--- src/rtl/rv_isa_pkg.sv ---
package rv_isa_pkg;

    // Major opcodes, instr[6:0]
    localparam logic [6:0] OPC_LUI    = 7'b0110111;
    localparam logic [6:0] OPC_AUIPC  = 7'b0010111;
    localparam logic [6:0] OPC_JAL    = 7'b1101111;
    localparam logic [6:0] OPC_JALR   = 7'b1100111;
    localparam logic [6:0] OPC_BRANCH = 7'b1100011;
    localparam logic [6:0] OPC_OP_IMM = 7'b0010011;
    localparam logic [6:0] OPC_OP     = 7'b0110011;
    localparam logic [6:0] OPC_SYSTEM = 7'b1110011;

    // Branch conditions
    localparam logic [2:0] F3_BEQ  = 3'b000;
    localparam logic [2:0] F3_BNE  = 3'b001;
    localparam logic [2:0] F3_BLT  = 3'b100;
    localparam logic [2:0] F3_BGE  = 3'b101;
    localparam logic [2:0] F3_BLTU = 3'b110;
    localparam logic [2:0] F3_BGEU = 3'b111;

    // ALU ops, shared by OP and OP-IMM
    localparam logic [2:0] F3_ADD  = 3'b000;        // Also SUB with funct7[5]
    localparam logic [2:0] F3_SLL  = 3'b001;
    localparam logic [2:0] F3_SLT  = 3'b010;
    localparam logic [2:0] F3_SLTU = 3'b011;
    localparam logic [2:0] F3_XOR  = 3'b100;
    localparam logic [2:0] F3_SR   = 3'b101;        // SRL or SRA by funct7[5]
    localparam logic [2:0] F3_OR   = 3'b110;
    localparam logic [2:0] F3_AND  = 3'b111;

    // mcause values
    localparam logic [31:0] CAUSE_INSTR_MISALIGNED = 32'd0;
    localparam logic [31:0] CAUSE_ILLEGAL          = 32'd2;
    localparam logic [31:0] CAUSE_BREAKPOINT       = 32'd3;
    localparam logic [31:0] CAUSE_ECALL_M          = 32'd11;
    localparam logic [31:0] CAUSE_EXT_INTERRUPT    = 32'h8000000B;  // Interrupt bit set

    // Field layouts, MSB first
    typedef struct packed {
        logic [6:0] funct7;
        logic [4:0] rs2;
        logic [4:0] rs1;
        logic [2:0] funct3;
        logic [4:0] rd;
        logic [6:0] opcode;
    } r_fmt_t;

    typedef struct packed {
        logic [11:0] imm_11_0;
        logic [4:0]  rs1;
        logic [2:0]  funct3;
        logic [4:0]  rd;
        logic [6:0]  opcode;
    } i_fmt_t;

    typedef struct packed {
        logic [6:0] imm_11_5;
        logic [4:0] rs2;
        logic [4:0] rs1;
        logic [2:0] funct3;
        logic [4:0] imm_4_0;
        logic [6:0] opcode;
    } s_fmt_t;

    typedef struct packed {
        logic       imm_12;
        logic [5:0] imm_10_5;
        logic [4:0] rs2;
        logic [4:0] rs1;
        logic [2:0] funct3;
        logic [3:0] imm_4_1;
        logic       imm_11;
        logic [6:0] opcode;
    } b_fmt_t;

    typedef struct packed {
        logic [19:0] imm_31_12;
        logic [4:0]  rd;
        logic [6:0]  opcode;
    } u_fmt_t;

    typedef struct packed {
        logic       imm_20;
        logic [9:0] imm_10_1;
        logic       imm_11;
        logic [7:0] imm_19_12;
        logic [4:0] rd;
        logic [6:0] opcode;
    } j_fmt_t;

    // One instruction word, six ways to read it
    typedef union packed {
        r_fmt_t r_fmt;
        i_fmt_t i_fmt;
        s_fmt_t s_fmt;
        b_fmt_t b_fmt;
        u_fmt_t u_fmt;
        j_fmt_t j_fmt;
    } rv_instr_t;

endpackage

--- src/rtl/exu_pkg.sv ---
package exu_pkg;

    // ALU output select
    typedef enum logic [3:0] {
        ALU_ADD,
        ALU_SUB,
        ALU_SLL,
        ALU_SLT,
        ALU_SLTU,
        ALU_XOR,
        ALU_SRL,
        ALU_SRA,
        ALU_OR,
        ALU_AND
    } alu_sel_t;

    typedef enum logic {IN0_RS1, IN0_PC} in0_sel_t;     // Operand 0 source
    typedef enum logic {IN1_RS2, IN1_IMM} in1_sel_t;    // Operand 1 source

    // Register write data source
    typedef enum logic [1:0] {RD_ALU, RD_IMM, RD_PC_PLUS_4} rd_sel_t;

    // Instruction class as seen by the result stage
    typedef enum logic [2:0] {
        KIND_ALU,
        KIND_JUMP,
        KIND_BRANCH,
        KIND_ECALL,
        KIND_EBREAK,
        KIND_ILLEGAL
    } kind_t;

    // Command to the surrounding pipeline
    typedef enum logic [1:0] {CMD_NONE, CMD_BRANCH, CMD_TRAP} cmd_t;

    // Decode to execute slot
    typedef struct packed {
        logic        valid;
        logic [31:0] pc;
        logic [31:0] rs1_rdata;
        logic [31:0] rs2_rdata;
        logic [31:0] imm;
        logic [4:0]  rd_addr;
        logic [2:0]  funct3;             // Branch condition
        kind_t       kind;
        alu_sel_t    alu_sel;
        in0_sel_t    in0_sel;
        in1_sel_t    in1_sel;
        rd_sel_t     rd_sel;
        logic        interrupt_pending;
        logic        fetch_exception;
        logic [31:0] fetch_cause;
    } d2e_t;

    // Execute to result slot
    typedef struct packed {
        logic        valid;
        logic [31:0] pc;
        logic [31:0] alu_result;
        logic [31:0] imm;                // LUI data
        logic [4:0]  rd_addr;
        kind_t       kind;
        rd_sel_t     rd_sel;
        logic        branch_taken;
        logic [31:0] jump_target;
        logic        interrupt_pending;
        logic        fetch_exception;
        logic [31:0] fetch_cause;
    } e2r_t;

endpackage

--- src/rtl/exu_decode.sv ---
`timescale 1ns/1ps

module exu_decode (
    input  logic                  clk,
    input  logic                  rst_n,
    input  logic                  instr_valid,
    input  logic [31:0]           pc,
    input  rv_isa_pkg::rv_instr_t instr,
    input  logic [31:0]           rs1_rdata,
    input  logic [31:0]           rs2_rdata,
    input  logic                  interrupt_pending,
    input  logic                  fetch_exception,
    input  logic [31:0]           fetch_cause,
    output exu_pkg::d2e_t         d2e
);

    logic [31:0]       imm_i, imm_b, imm_u, imm_j;
    logic [2:0]        f3;
    logic [6:0]        f7;
    logic              f7_zero, f7_alt;
    logic              sys_base;
    exu_pkg::alu_sel_t alu_f3;
    exu_pkg::d2e_t     d2e_nxt;

    assign f3      = instr.r_fmt.funct3;
    assign f7      = instr.r_fmt.funct7;
    assign f7_zero = (f7 == 7'b0000000);
    assign f7_alt  = (f7 == 7'b0100000);            // SUB / SRA encoding

    // Sign extended immediates by format
    assign imm_i = {{20{instr.i_fmt.imm_11_0[11]}}, instr.i_fmt.imm_11_0};
    assign imm_b = {{19{instr.b_fmt.imm_12}}, instr.b_fmt.imm_12, instr.b_fmt.imm_11,
                    instr.b_fmt.imm_10_5, instr.b_fmt.imm_4_1, 1'b0};
    assign imm_u = {instr.u_fmt.imm_31_12, 12'b0};
    assign imm_j = {{11{instr.j_fmt.imm_20}}, instr.j_fmt.imm_20, instr.j_fmt.imm_19_12,
                    instr.j_fmt.imm_11, instr.j_fmt.imm_10_1, 1'b0};

    // ECALL and EBREAK share everything but imm[0]
    assign sys_base = (instr.i_fmt.rs1 == 5'd0) && (f3 == 3'd0) && (instr.i_fmt.rd == 5'd0);

    // ALU op from funct3 and funct7[5]
    always_comb begin
        case (f3)
            rv_isa_pkg::F3_SLL:  alu_f3 = exu_pkg::ALU_SLL;
            rv_isa_pkg::F3_SLT:  alu_f3 = exu_pkg::ALU_SLT;
            rv_isa_pkg::F3_SLTU: alu_f3 = exu_pkg::ALU_SLTU;
            rv_isa_pkg::F3_XOR:  alu_f3 = exu_pkg::ALU_XOR;
            rv_isa_pkg::F3_SR:   alu_f3 = f7[5] ? exu_pkg::ALU_SRA : exu_pkg::ALU_SRL;
            rv_isa_pkg::F3_OR:   alu_f3 = exu_pkg::ALU_OR;
            rv_isa_pkg::F3_AND:  alu_f3 = exu_pkg::ALU_AND;
            default:             alu_f3 = exu_pkg::ALU_ADD;
        endcase
    end

    always_comb begin
        d2e_nxt                   = '0;
        d2e_nxt.valid             = instr_valid;
        d2e_nxt.pc                = pc;
        d2e_nxt.rs1_rdata         = rs1_rdata;
        d2e_nxt.rs2_rdata         = rs2_rdata;
        d2e_nxt.rd_addr           = instr.r_fmt.rd;
        d2e_nxt.funct3            = f3;
        d2e_nxt.interrupt_pending = interrupt_pending;
        d2e_nxt.fetch_exception   = fetch_exception;
        d2e_nxt.fetch_cause       = fetch_cause;
        d2e_nxt.imm               = imm_i;         // Most common format
        d2e_nxt.kind              = exu_pkg::KIND_ILLEGAL;  // Unless proven otherwise
        d2e_nxt.alu_sel           = exu_pkg::ALU_ADD;
        d2e_nxt.in0_sel           = exu_pkg::IN0_RS1;
        d2e_nxt.in1_sel           = exu_pkg::IN1_IMM;
        d2e_nxt.rd_sel            = exu_pkg::RD_ALU;

        case (instr.r_fmt.opcode)
            rv_isa_pkg::OPC_LUI: begin
                d2e_nxt.kind   = exu_pkg::KIND_ALU;
                d2e_nxt.imm    = imm_u;
                d2e_nxt.rd_sel = exu_pkg::RD_IMM;   // ALU bypassed
            end
            rv_isa_pkg::OPC_AUIPC: begin
                d2e_nxt.kind    = exu_pkg::KIND_ALU;
                d2e_nxt.imm     = imm_u;
                d2e_nxt.in0_sel = exu_pkg::IN0_PC;
            end
            rv_isa_pkg::OPC_JAL: begin
                d2e_nxt.kind    = exu_pkg::KIND_JUMP;
                d2e_nxt.imm     = imm_j;
                d2e_nxt.in0_sel = exu_pkg::IN0_PC;  // Marks pc-relative target
                d2e_nxt.rd_sel  = exu_pkg::RD_PC_PLUS_4;
            end
            rv_isa_pkg::OPC_JALR: begin
                if (f3 == 3'd0) begin
                    d2e_nxt.kind   = exu_pkg::KIND_JUMP;  // rs1 + imm via ALU
                    d2e_nxt.rd_sel = exu_pkg::RD_PC_PLUS_4;
                end
            end
            rv_isa_pkg::OPC_BRANCH: begin
                d2e_nxt.imm = imm_b;
                if (f3 != 3'b010 && f3 != 3'b011) begin  // Two holes in funct3
                    d2e_nxt.kind = exu_pkg::KIND_BRANCH;
                end
            end
            rv_isa_pkg::OPC_OP_IMM: begin
                d2e_nxt.alu_sel = alu_f3;
                // Only shifts constrain funct7
                if ((f3 == rv_isa_pkg::F3_SLL && !f7_zero) ||
                    (f3 == rv_isa_pkg::F3_SR && !f7_zero && !f7_alt)) begin
                    d2e_nxt.kind = exu_pkg::KIND_ILLEGAL;
                end else begin
                    d2e_nxt.kind = exu_pkg::KIND_ALU;
                end
            end
            rv_isa_pkg::OPC_OP: begin
                d2e_nxt.in1_sel = exu_pkg::IN1_RS2;
                d2e_nxt.alu_sel = (f3 == rv_isa_pkg::F3_ADD && f7_alt) ? exu_pkg::ALU_SUB
                                                                       : alu_f3;
                if (f7_zero || (f7_alt && (f3 == rv_isa_pkg::F3_ADD ||
                                           f3 == rv_isa_pkg::F3_SR))) begin
                    d2e_nxt.kind = exu_pkg::KIND_ALU;
                end
            end
            rv_isa_pkg::OPC_SYSTEM: begin
                if (sys_base && instr.i_fmt.imm_11_0 == 12'h000) begin
                    d2e_nxt.kind = exu_pkg::KIND_ECALL;
                end else if (sys_base && instr.i_fmt.imm_11_0 == 12'h001) begin
                    d2e_nxt.kind = exu_pkg::KIND_EBREAK;
                end             // CSR ops stay illegal
            end
            default: ;          // Loads, stores, FENCE, AMO etc. trap
        endcase
    end

    always_ff @(posedge clk) begin
        d2e <= d2e_nxt;
        if (rst_n) begin
            d2e.valid <= 1'b0;  // Slot empty in reset
        end
    end

endmodule

--- src/rtl/exu_execute.sv ---
`timescale 1ns/1ps

module exu_execute (
    input  logic          clk,
    input  logic          rst_n,
    input  exu_pkg::d2e_t d2e,
    output exu_pkg::e2r_t e2r
);

    logic [31:0]   op0, op1;
    logic [31:0]   alu_result;
    logic [31:0]   pc_rel_target;
    logic [31:0]   jump_target;
    logic [4:0]    shamt;
    logic          branch_cond;
    exu_pkg::e2r_t e2r_nxt;

    // Operand muxes
    assign op0   = (d2e.in0_sel == exu_pkg::IN0_PC) ? d2e.pc : d2e.rs1_rdata;
    assign op1   = (d2e.in1_sel == exu_pkg::IN1_IMM) ? d2e.imm : d2e.rs2_rdata;
    assign shamt = op1[4:0];                        // rs2 or imm[4:0]

    always_comb begin
        case (d2e.alu_sel)
            exu_pkg::ALU_SUB:  alu_result = op0 - op1;
            exu_pkg::ALU_SLL:  alu_result = op0 << shamt;
            exu_pkg::ALU_SLT:  alu_result = {31'b0, $signed(op0) < $signed(op1)};
            exu_pkg::ALU_SLTU: alu_result = {31'b0, op0 < op1};
            exu_pkg::ALU_XOR:  alu_result = op0 ^ op1;
            exu_pkg::ALU_SRL:  alu_result = op0 >> shamt;
            exu_pkg::ALU_SRA:  alu_result = $unsigned($signed(op0) >>> shamt);
            exu_pkg::ALU_OR:   alu_result = op0 | op1;
            exu_pkg::ALU_AND:  alu_result = op0 & op1;
            default:           alu_result = op0 + op1;   // ADD, also AUIPC and JALR
        endcase
    end

    // Branch compare on raw register values
    always_comb begin
        case (d2e.funct3)
            rv_isa_pkg::F3_BEQ:  branch_cond = (d2e.rs1_rdata == d2e.rs2_rdata);
            rv_isa_pkg::F3_BNE:  branch_cond = (d2e.rs1_rdata != d2e.rs2_rdata);
            rv_isa_pkg::F3_BLT:  branch_cond = $signed(d2e.rs1_rdata) < $signed(d2e.rs2_rdata);
            rv_isa_pkg::F3_BGE:  branch_cond = $signed(d2e.rs1_rdata) >= $signed(d2e.rs2_rdata);
            rv_isa_pkg::F3_BLTU: branch_cond = (d2e.rs1_rdata < d2e.rs2_rdata);
            rv_isa_pkg::F3_BGEU: branch_cond = (d2e.rs1_rdata >= d2e.rs2_rdata);
            default:             branch_cond = 1'b0;    // Decode already flagged it
        endcase
    end

    // JAL and branches are pc relative, JALR is the only jump fed from rs1
    assign pc_rel_target = d2e.pc + d2e.imm;
    assign jump_target   = (d2e.kind == exu_pkg::KIND_JUMP && d2e.in0_sel == exu_pkg::IN0_RS1)
                           ? {alu_result[31:1], 1'b0}
                           : pc_rel_target;

    always_comb begin
        e2r_nxt.valid             = d2e.valid;
        e2r_nxt.pc                = d2e.pc;
        e2r_nxt.alu_result        = alu_result;
        e2r_nxt.imm               = d2e.imm;
        e2r_nxt.rd_addr           = d2e.rd_addr;
        e2r_nxt.kind              = d2e.kind;
        e2r_nxt.rd_sel            = d2e.rd_sel;
        e2r_nxt.branch_taken      = (d2e.kind == exu_pkg::KIND_BRANCH) && branch_cond;
        e2r_nxt.jump_target       = jump_target;
        e2r_nxt.interrupt_pending = d2e.interrupt_pending;
        e2r_nxt.fetch_exception   = d2e.fetch_exception;
        e2r_nxt.fetch_cause       = d2e.fetch_cause;
    end

    always_ff @(posedge clk) begin
        e2r <= e2r_nxt;
        if (rst_n) begin
            e2r.valid <= 1'b0;
        end
    end

endmodule

--- src/rtl/exu_result.sv ---
`timescale 1ns/1ps

module exu_result (
    input  logic          clk,
    input  logic          rst_n,
    input  exu_pkg::e2r_t e2r,
    output logic          rd_write,
    output logic [4:0]    rd_addr,
    output logic [31:0]   rd_wdata,
    output exu_pkg::cmd_t cmd,
    output logic [31:0]   jump_target,
    output logic [31:0]   trap_cause,
    output logic          ebreak
);

    logic          redirect;
    logic          misaligned;
    logic          trap;
    logic          is_ebreak;
    logic [31:0]   cause;
    logic [31:0]   wdata;
    exu_pkg::cmd_t cmd_nxt;
    logic          rd_write_nxt;

    assign redirect   = (e2r.kind == exu_pkg::KIND_JUMP) || e2r.branch_taken;
    assign misaligned = redirect && (e2r.jump_target[1:0] != 2'b00);

    // Trap priority, highest first
    always_comb begin
        trap      = 1'b1;
        is_ebreak = 1'b0;
        cause     = rv_isa_pkg::CAUSE_INSTR_MISALIGNED;
        if (e2r.interrupt_pending) begin
            cause = rv_isa_pkg::CAUSE_EXT_INTERRUPT;
        end else if (e2r.fetch_exception) begin
            cause = e2r.fetch_cause;                // Passed through untouched
        end else if (e2r.kind == exu_pkg::KIND_ILLEGAL) begin
            cause = rv_isa_pkg::CAUSE_ILLEGAL;
        end else if (e2r.kind == exu_pkg::KIND_ECALL) begin
            cause = rv_isa_pkg::CAUSE_ECALL_M;
        end else if (e2r.kind == exu_pkg::KIND_EBREAK) begin
            cause     = rv_isa_pkg::CAUSE_BREAKPOINT;
            is_ebreak = 1'b1;
        end else if (!misaligned) begin
            trap = 1'b0;                            // Clean retire
        end
    end

    always_comb begin
        case (e2r.rd_sel)
            exu_pkg::RD_IMM:       wdata = e2r.imm;
            exu_pkg::RD_PC_PLUS_4: wdata = e2r.pc + 32'd4;   // Link address
            default:               wdata = e2r.alu_result;
        endcase
    end

    always_comb begin
        if (!e2r.valid) begin
            cmd_nxt = exu_pkg::CMD_NONE;
        end else if (trap) begin
            cmd_nxt = exu_pkg::CMD_TRAP;
        end else if (redirect) begin
            cmd_nxt = exu_pkg::CMD_BRANCH;
        end else begin
            cmd_nxt = exu_pkg::CMD_NONE;
        end
    end

    // x0 never written, traps never write
    assign rd_write_nxt = e2r.valid && !trap && (e2r.rd_addr != 5'd0) &&
                          (e2r.kind == exu_pkg::KIND_ALU || e2r.kind == exu_pkg::KIND_JUMP);

    always_ff @(posedge clk) begin
        if (rst_n) begin
            rd_write <= 1'b0;
            cmd      <= exu_pkg::CMD_NONE;
            ebreak   <= 1'b0;
        end else begin
            rd_write <= rd_write_nxt;
            cmd      <= cmd_nxt;
            ebreak   <= e2r.valid && is_ebreak;     // Single cycle per EBREAK
        end
    end

    // Data side, qualified by cmd and rd_write
    always_ff @(posedge clk) begin
        rd_addr     <= e2r.rd_addr;
        rd_wdata    <= wdata;
        jump_target <= e2r.jump_target;
        trap_cause  <= cause;
    end

endmodule

--- src/rtl/exu_top.sv ---
`timescale 1ns/1ps

module exu_top (
    input  logic                  clk,
    input  logic                  rst_n,
    input  logic                  instr_valid,
    input  logic [31:0]           pc,
    input  rv_isa_pkg::rv_instr_t instr,
    input  logic [31:0]           rs1_rdata,
    input  logic [31:0]           rs2_rdata,
    input  logic                  interrupt_pending,
    input  logic                  fetch_exception,
    input  logic [31:0]           fetch_cause,
    output logic                  rd_write,
    output logic [4:0]            rd_addr,
    output logic [31:0]           rd_wdata,
    output exu_pkg::cmd_t         cmd,
    output logic [31:0]           jump_target,
    output logic [31:0]           trap_cause,
    output logic                  ebreak
);

    exu_pkg::d2e_t d2e;     // Decode to execute slot
    exu_pkg::e2r_t e2r;     // Execute to result slot

    exu_decode exu_decode_i (
        .clk               (clk),
        .rst_n             (rst_n),
        .instr_valid       (instr_valid),
        .pc                (pc),
        .instr             (instr),
        .rs1_rdata         (rs1_rdata),
        .rs2_rdata         (rs2_rdata),
        .interrupt_pending (interrupt_pending),
        .fetch_exception   (fetch_exception),
        .fetch_cause       (fetch_cause),
        .d2e               (d2e)
    );

    exu_execute exu_execute_i (
        .clk   (clk),
        .rst_n (rst_n),
        .d2e   (d2e),
        .e2r   (e2r)
    );

    exu_result exu_result_i (
        .clk         (clk),
        .rst_n       (rst_n),
        .e2r         (e2r),
        .rd_write    (rd_write),
        .rd_addr     (rd_addr),
        .rd_wdata    (rd_wdata),
        .cmd         (cmd),
        .jump_target (jump_target),
        .trap_cause  (trap_cause),
        .ebreak      (ebreak)
    );

endmodule

--- config.mk ---
export PLATFORM = sky130hd
export DESIGN_NAME = exu_top
export DESIGN_NICKNAME = d
export VERILOG_FILES = /design/src/rtl/rv_isa_pkg.sv /design/src/rtl/exu_pkg.sv /design/src/rtl/exu_decode.sv /design/src/rtl/exu_execute.sv /design/src/rtl/exu_result.sv /design/src/rtl/exu_top.sv
export SDC_FILE = /design/constraint.sdc
export NUM_CORES = 1
export LEC_CHECK = 0
export ABC_AREA = 1
export BUFFER_PORTS_ARGS = -buffer_cell sky130_fd_sc_hd__buf_4
export CAP_MARGIN = 20
export CORE_MARGIN = 2
export CORE_UTILIZATION = 30
export DETAILED_ROUTE_END_ITERATION = 10
export GPL_ROUTABILITY_DRIVEN = 0
export HOLD_SLACK_MARGIN = 0.12
export PLACE_DENSITY_LB_ADDON = 0.15
export REMOVE_ABC_BUFFERS = 1
export SLEW_MARGIN = 30
export SYNTH_ARGS = -nofsm -noshare
export SYNTH_HDL_FRONTEND = slang
export SYNTH_HIERARCHICAL = 1
export SYNTH_SLANG_ARGS = --single-unit
--- constraint.sdc ---
create_clock -name clk -period 3.9 [get_ports clk]
set_clock_uncertainty 0.1 [all_clocks]
set_input_delay 0.195 -clock clk [delete_from_list [all_inputs] [get_ports clk]]
set_output_delay 0.195 -clock clk [all_outputs]
set_load 0.02 [all_outputs]
# Word-level counts from Yosys, hierarchy flattened
# Index checks and enable logic that the tools add are counted.
# Widths: inputs -> output; s select.
# totals
word_cells	174
inputBits	165
output_inout_bits	105
reg_bits	461
# classes
n_reduce_logical	38
bitwise	5
n_eq_ne	43
addsub	4
magnitude_cmp	6
muxes	39
shifts	3
# ops
operator	count
$pmux 32 s9	1
$mux 32	6
$lt 32x32->1	4
$pmux 31 s3	1
$add 32x32->32	2
$ge 32x32->1	2
$pmux 32 s2	1
$add 32x3->32 const B	1
$and 32x32->32	1
$eq 32x32->1	1
$ne 32x32->1	1
$or 32x32->32	1
$shl 32x5->32	1
$shr 32x5->32	1
$sshr 32x5->32	1
$sub 32x32->32	1
$xor 32x32->32	1
$eq 3x3->1 const B	10
$eq 7x7->1 const B	4
$pmux 4 s7	1
$eq 7x6->1 const B	3
$pmux 3 s7	1
$logic_and 1x1->1	17
$eq 4x3->1 const B	4
other kinds (28)	71

# Logic depth before layout (Yosys ltp)
# logic_depth
depth_word	13
depth_mapped	24
mapped_depth_nobuf	21

# Cells and area by module
# The synthesis kept the hierarchy.
# modules_own_cells
module	cells_each	seq_area_each_um2	instances	area_per_inst_um2
exu_execute	2865	3483.3	1	17072.6
exu_decode	362	3643.5	1	4534.3
exu_result	534	2102.0	1	4041.4

# Worst setup path after synthesis
# Ideal clock, no wire load.
# synth_path
path_kind	reg2reg
from	register exu_decode_i/d2e[36] (netlist name)
to	register exu_execute_i/e2r[109] (netlist name)
t_required_ns	3.678
period_less_slack_ns	2.910
path_stages_with_launch	23
path_buffers	4
setup_ns	0.122
arrival_ns	2.688
path_slack_ns	0.990
cell_sequence	dfxtp_1 -> buf_6 -> inv_4 -> buf_6 -> clkbuf_1 -> or2_2 -> o21ai_0 -> ha_1 -> buf_2 -> inv_1 -> nand2_1 -> nor3_1 -> nand2_1 -> nand2_1 -> nand2_1 -> nand2_1 -> nand3_1 -> nand2_1 -> nand2_1 -> nand3_1 -> nand2_1 -> nor2_1 -> nand3_1
# synth_via
elab_chain_len	3
elab_cells_between_ends	12
cone_classes	add/sub: 2; order compare: 2; shift: 3; mux: 2; bitwise: 3
# synth_rtl
element	line	text
$mux 32 *	exu_execute.sv:20	assign op1 = (d2e.in1_sel == exu_pkg::IN1_IMM) ? d2e.imm : d2e.rs2_rdata;
$add 32x32->32 (tied with other cells)	exu_execute.sv:34	default: alu_result = op0 + op1;
$pmux 32 s9 *	exu_execute.sv:24	case (d2e.alu_sel)
net exu_execute_i.alu_result[0]	exu_execute.sv:11	logic [31:0] alu_result;
# Mark *: on every way through the listed nets, which the timed path passes. The rest lies on a longest branch.
# A chain may end at the register's enable or synchronous reset.

==> out/results.tsv <==
stage	metric	value	unit
pwr	VDD IR-drop max	0.323	mV
worst_setup_path	crit start category	flop	
layout	area grow syn2layout	26.7	%
synthesis	synthesized instance count	3761	
synthesis	Synth async-reset ratio	0	
sta	RSZ-0062 raised after global routing	false	
min_path	hold crit path type	in2reg	
grt	GR Overflow Total	0	
cts	Worst-path clk slew	0.07	ns
routing	final WL	118	mm
synthesis	Cell Area, Synth	0.0256	sq mm
placed_design	DP Wirelength	95.2	mm
worst_setup_path	Worst Setup End Kind	flop	
synthesis	mux contribution to synthesized area	0	
cts	CTS max path bufs	3	
routing	DRT antenna net count	0	
routing	initial detailed-routing violation count	2884	
layout	share of cells above drive strength 1	0.130	
pwr	Final Power	13.3	mW
synthesis	Synth cell types	59	
synthesis	Yosys top cell by area	dfxtp_1	
sta	worst-margin pin slew	0.875	ns
synthesis	most frequent cells after synthesis	nand2_1 (1034), nand3_1 (463), dfxtp_1 (461)	
grt	global-route wire length before repair	168	mm
floorplan	Chip Width	296	microns
routing	# DRC	0	
synthesis	#FFs+latches synth	461	
worst_setup_path	Crit Path Category	reg2reg	
layout	nets	4559	
worst_setup_path	Crit Path Max Fanout	21	
floorplan	I/O Pins	270	
layout	ant diodes	0	
floorplan	Total Die Area	0.0879	sq mm
cts	total CTS buffers	46	
outcome	status	finished clean	
worst_setup_path	Required @ worst endpoint	4.26	ns
cts	# clock sinks	461	
synthesis	Synth Area in Compound Gates	0.106	
floorplan	die extent in y	296	microns
synthesis	Ys Warns	6	
synthesis	Synth top area share	0.360	
synthesis	Synth Area in Adders	0.0819	
layout	Util after Layout	0.383	
synthesis	Area contributors post-synth	dfxtp_1 (36%), nand2_1 (15%), nand3_1 (9.0%)	
synthesis	EDFF count, synth	0	
pwr	Lkg Pwr	15.7	nW
synthesis	simple-gate portion of the synthesized area	0.352	
sta	Min Clock Period, post-route	3.66	ns
routing	Vias	27100	
cts	CTS tree	yes	
routing	routed len/inst	21.8	microns
routing	via/cell ratio	5.02	
synthesis	syn_area_per_cell	6.82	sq um
sta	WHS	0.140	ns
synthesis	count leader, synth	nand2_1	
placed_design	buffers added on ports	269	
pwr	PD cells	408	mW/mm^2
grt	vias in the first global route	25100	
sta	# setup viols final	0	
floorplan	standard-cell rows	107	
sta	max-slew violation count	0	
sta	Hold Fails Final Rpt	0	
synthesis	xor and xnor area share after synthesis	0.0113	
synthesis	sequential area share after synthesis	0.360	
cts	Clk Latency, worst-skew pair	0.61	ns
routing	drt first pass iters	7	
grt	GRT Overall Usage	0.259	
run	total of max-cap violations	0	
sta	Final Cycle Share	0.937	
grt	antenna violations before repair	2	
floorplan	CORE AREA	0.0849	sq mm
worst_setup_path	Critical Path AT	4.02	ns
floorplan	Initial Util	0.302	
sta	Max-slew headroom	0.417	
cts	H-tree depth	2	
cts	CTS Root Cell	clkbuf_16	
synthesis	Main synth FF type	dfxtp_1	
grt	largest net degree at the start of global routing	64	
synthesis	largest family of logic cells by synthesized area	simple AND/OR/NAND/NOR gates	
sta	Max Freq	274	MHz
[power by group]
part / leakage, nW / switching [mW] / total [mW] / internal [mW]
clock network: 0.703 / 1.99 / 4.38 / 2.39
logic: 11.1 / 2.17 / 3.36 / 1.19
registers: 3.88 / 0.310 / 5.52 / 5.21
[per-layer routing]
| layer | vias up | routed length (microns) | track usage |
|---|---|---|---|
| li1 | 13100 | - | - |
| met1 | 12500 | 52400 | 0.367 |
| met2 | 1355 | 50200 | 0.393 |
| met3 | 196 | 10200 | 0.0424 |
| met4 | 0 | 4960 | 0.0979 |
| met5 | - | 0 | 0 |
[logic make-up (layout without fill, tap and decap cells)]
kind of cell | count (synthesis) | after routing
xor+xnor | 33 | 33
buf+inv | 541 | 1042
compound gates | 487 | 487
fa+ha+maj | 166 | 166
flops | 461 | 461
simple gates | 2073 | 2073
[final timing paths]
kind	depth (start not counted)	startpoint	slack, ns	to
setup reg to reg	14	exu_decode_i/d2e[37]	0.24	exu_execute_i/e2r[60]
hold reg to reg	0	exu_decode_i/d2e[24]	0.22	exu_execute_i/e2r[24]
hold / removal	2	rs2_rdata[8]	0.14	exu_decode_i/d2e[93]
setup / recovery	14	exu_decode_i/d2e[37]	0.24	exu_execute_i/e2r[60]
[registers in the layout, summed over array words and instances, names as in the netlist]
register and count:
exu_result_i/trap_cause 32, exu_result_i/rd_wdata 32, exu_decode_i/d2e 182, exu_result_i/cmd 2, exu_execute_i/e2r 174, exu_result_i/jump_target 32
exu_result_i/ebreak 1, exu_result_i/rd_write 1, exu_result_i/rd_addr 5
[stage by stage]
step | setup slack [ns] | std cells | instance area (sq um) | setup TNS [ns]
3_3_place_gp | -0.364 | 5133 | 29100 | -0.364
4_1_cts | 0.180 | 5405 | 32500 | 0
5_1_grt | 0.0288 | 5406 | 32500 | 0
3_5_place_dp | 0.181 | 5133 | 29100 | 0
6_report | 0.245 | 5406 | 32500 | 0
2_1_floorplan | -0.900 | 3644 | 25000 | -43.74
[final cells by class]
cell class              count  area [sq um]
repair buffers            536          4560
fillers                  9261         52400
multi-input cells        2759         14200
inverters                 424          1610
clock buffers              58          1220
clock inverters            24           265
well taps                1144          1430
flip-flops and latches    461          9230
[worst max-delay path, stage by stage, from the launching register on]
cell and delay [ns]:
dfxtp_1 0.36, buf_12 0.20, nand2_1 0.07, o21ai_1 0.17
ha_1 0.22, inv_1 0.10, fa_1 0.47, o21ai_1 0.43
a21oi_1 0.22, o21bai_1 0.39, nand4_1 0.29, nand3_1 0.15
nand3_1 0.11, nand3_1 0.12, nand2_1 0.07
[cell usage in the layout (no fill, tap or decap), drive strengths merged, types with 2 or more instances in the layout]
master	n
clkinvlp	7
o2111ai	4
dfxtp	461
o21ai	165
nor4	11
o22ai	19
and2	7
nor2	393
a31oi	4
bufinv	2
nand3	467
o211ai	19
nand3b	10
inv	426
ha	163
o21a	6
nand2	1052
nand4	42
o21bai	16
fa	3
buf	346
xor2	23
a21boi	2
xnor2	10
a211oi	6
nor3	48
or2	41
a221oi	3
clkbuf	58
dlygate4sd3	190
a21oi	232
a21o	6
clkinv	13
[repair_timing]
action                     in CTS  in global routing
hold endpoints to repair      186                  0
setup buffers                   0                  1
hold buffers                  190                  0
gates resized for setup         0                  1
setup endpoints to repair       0                  2
Power figures use the tool's default switching activity.
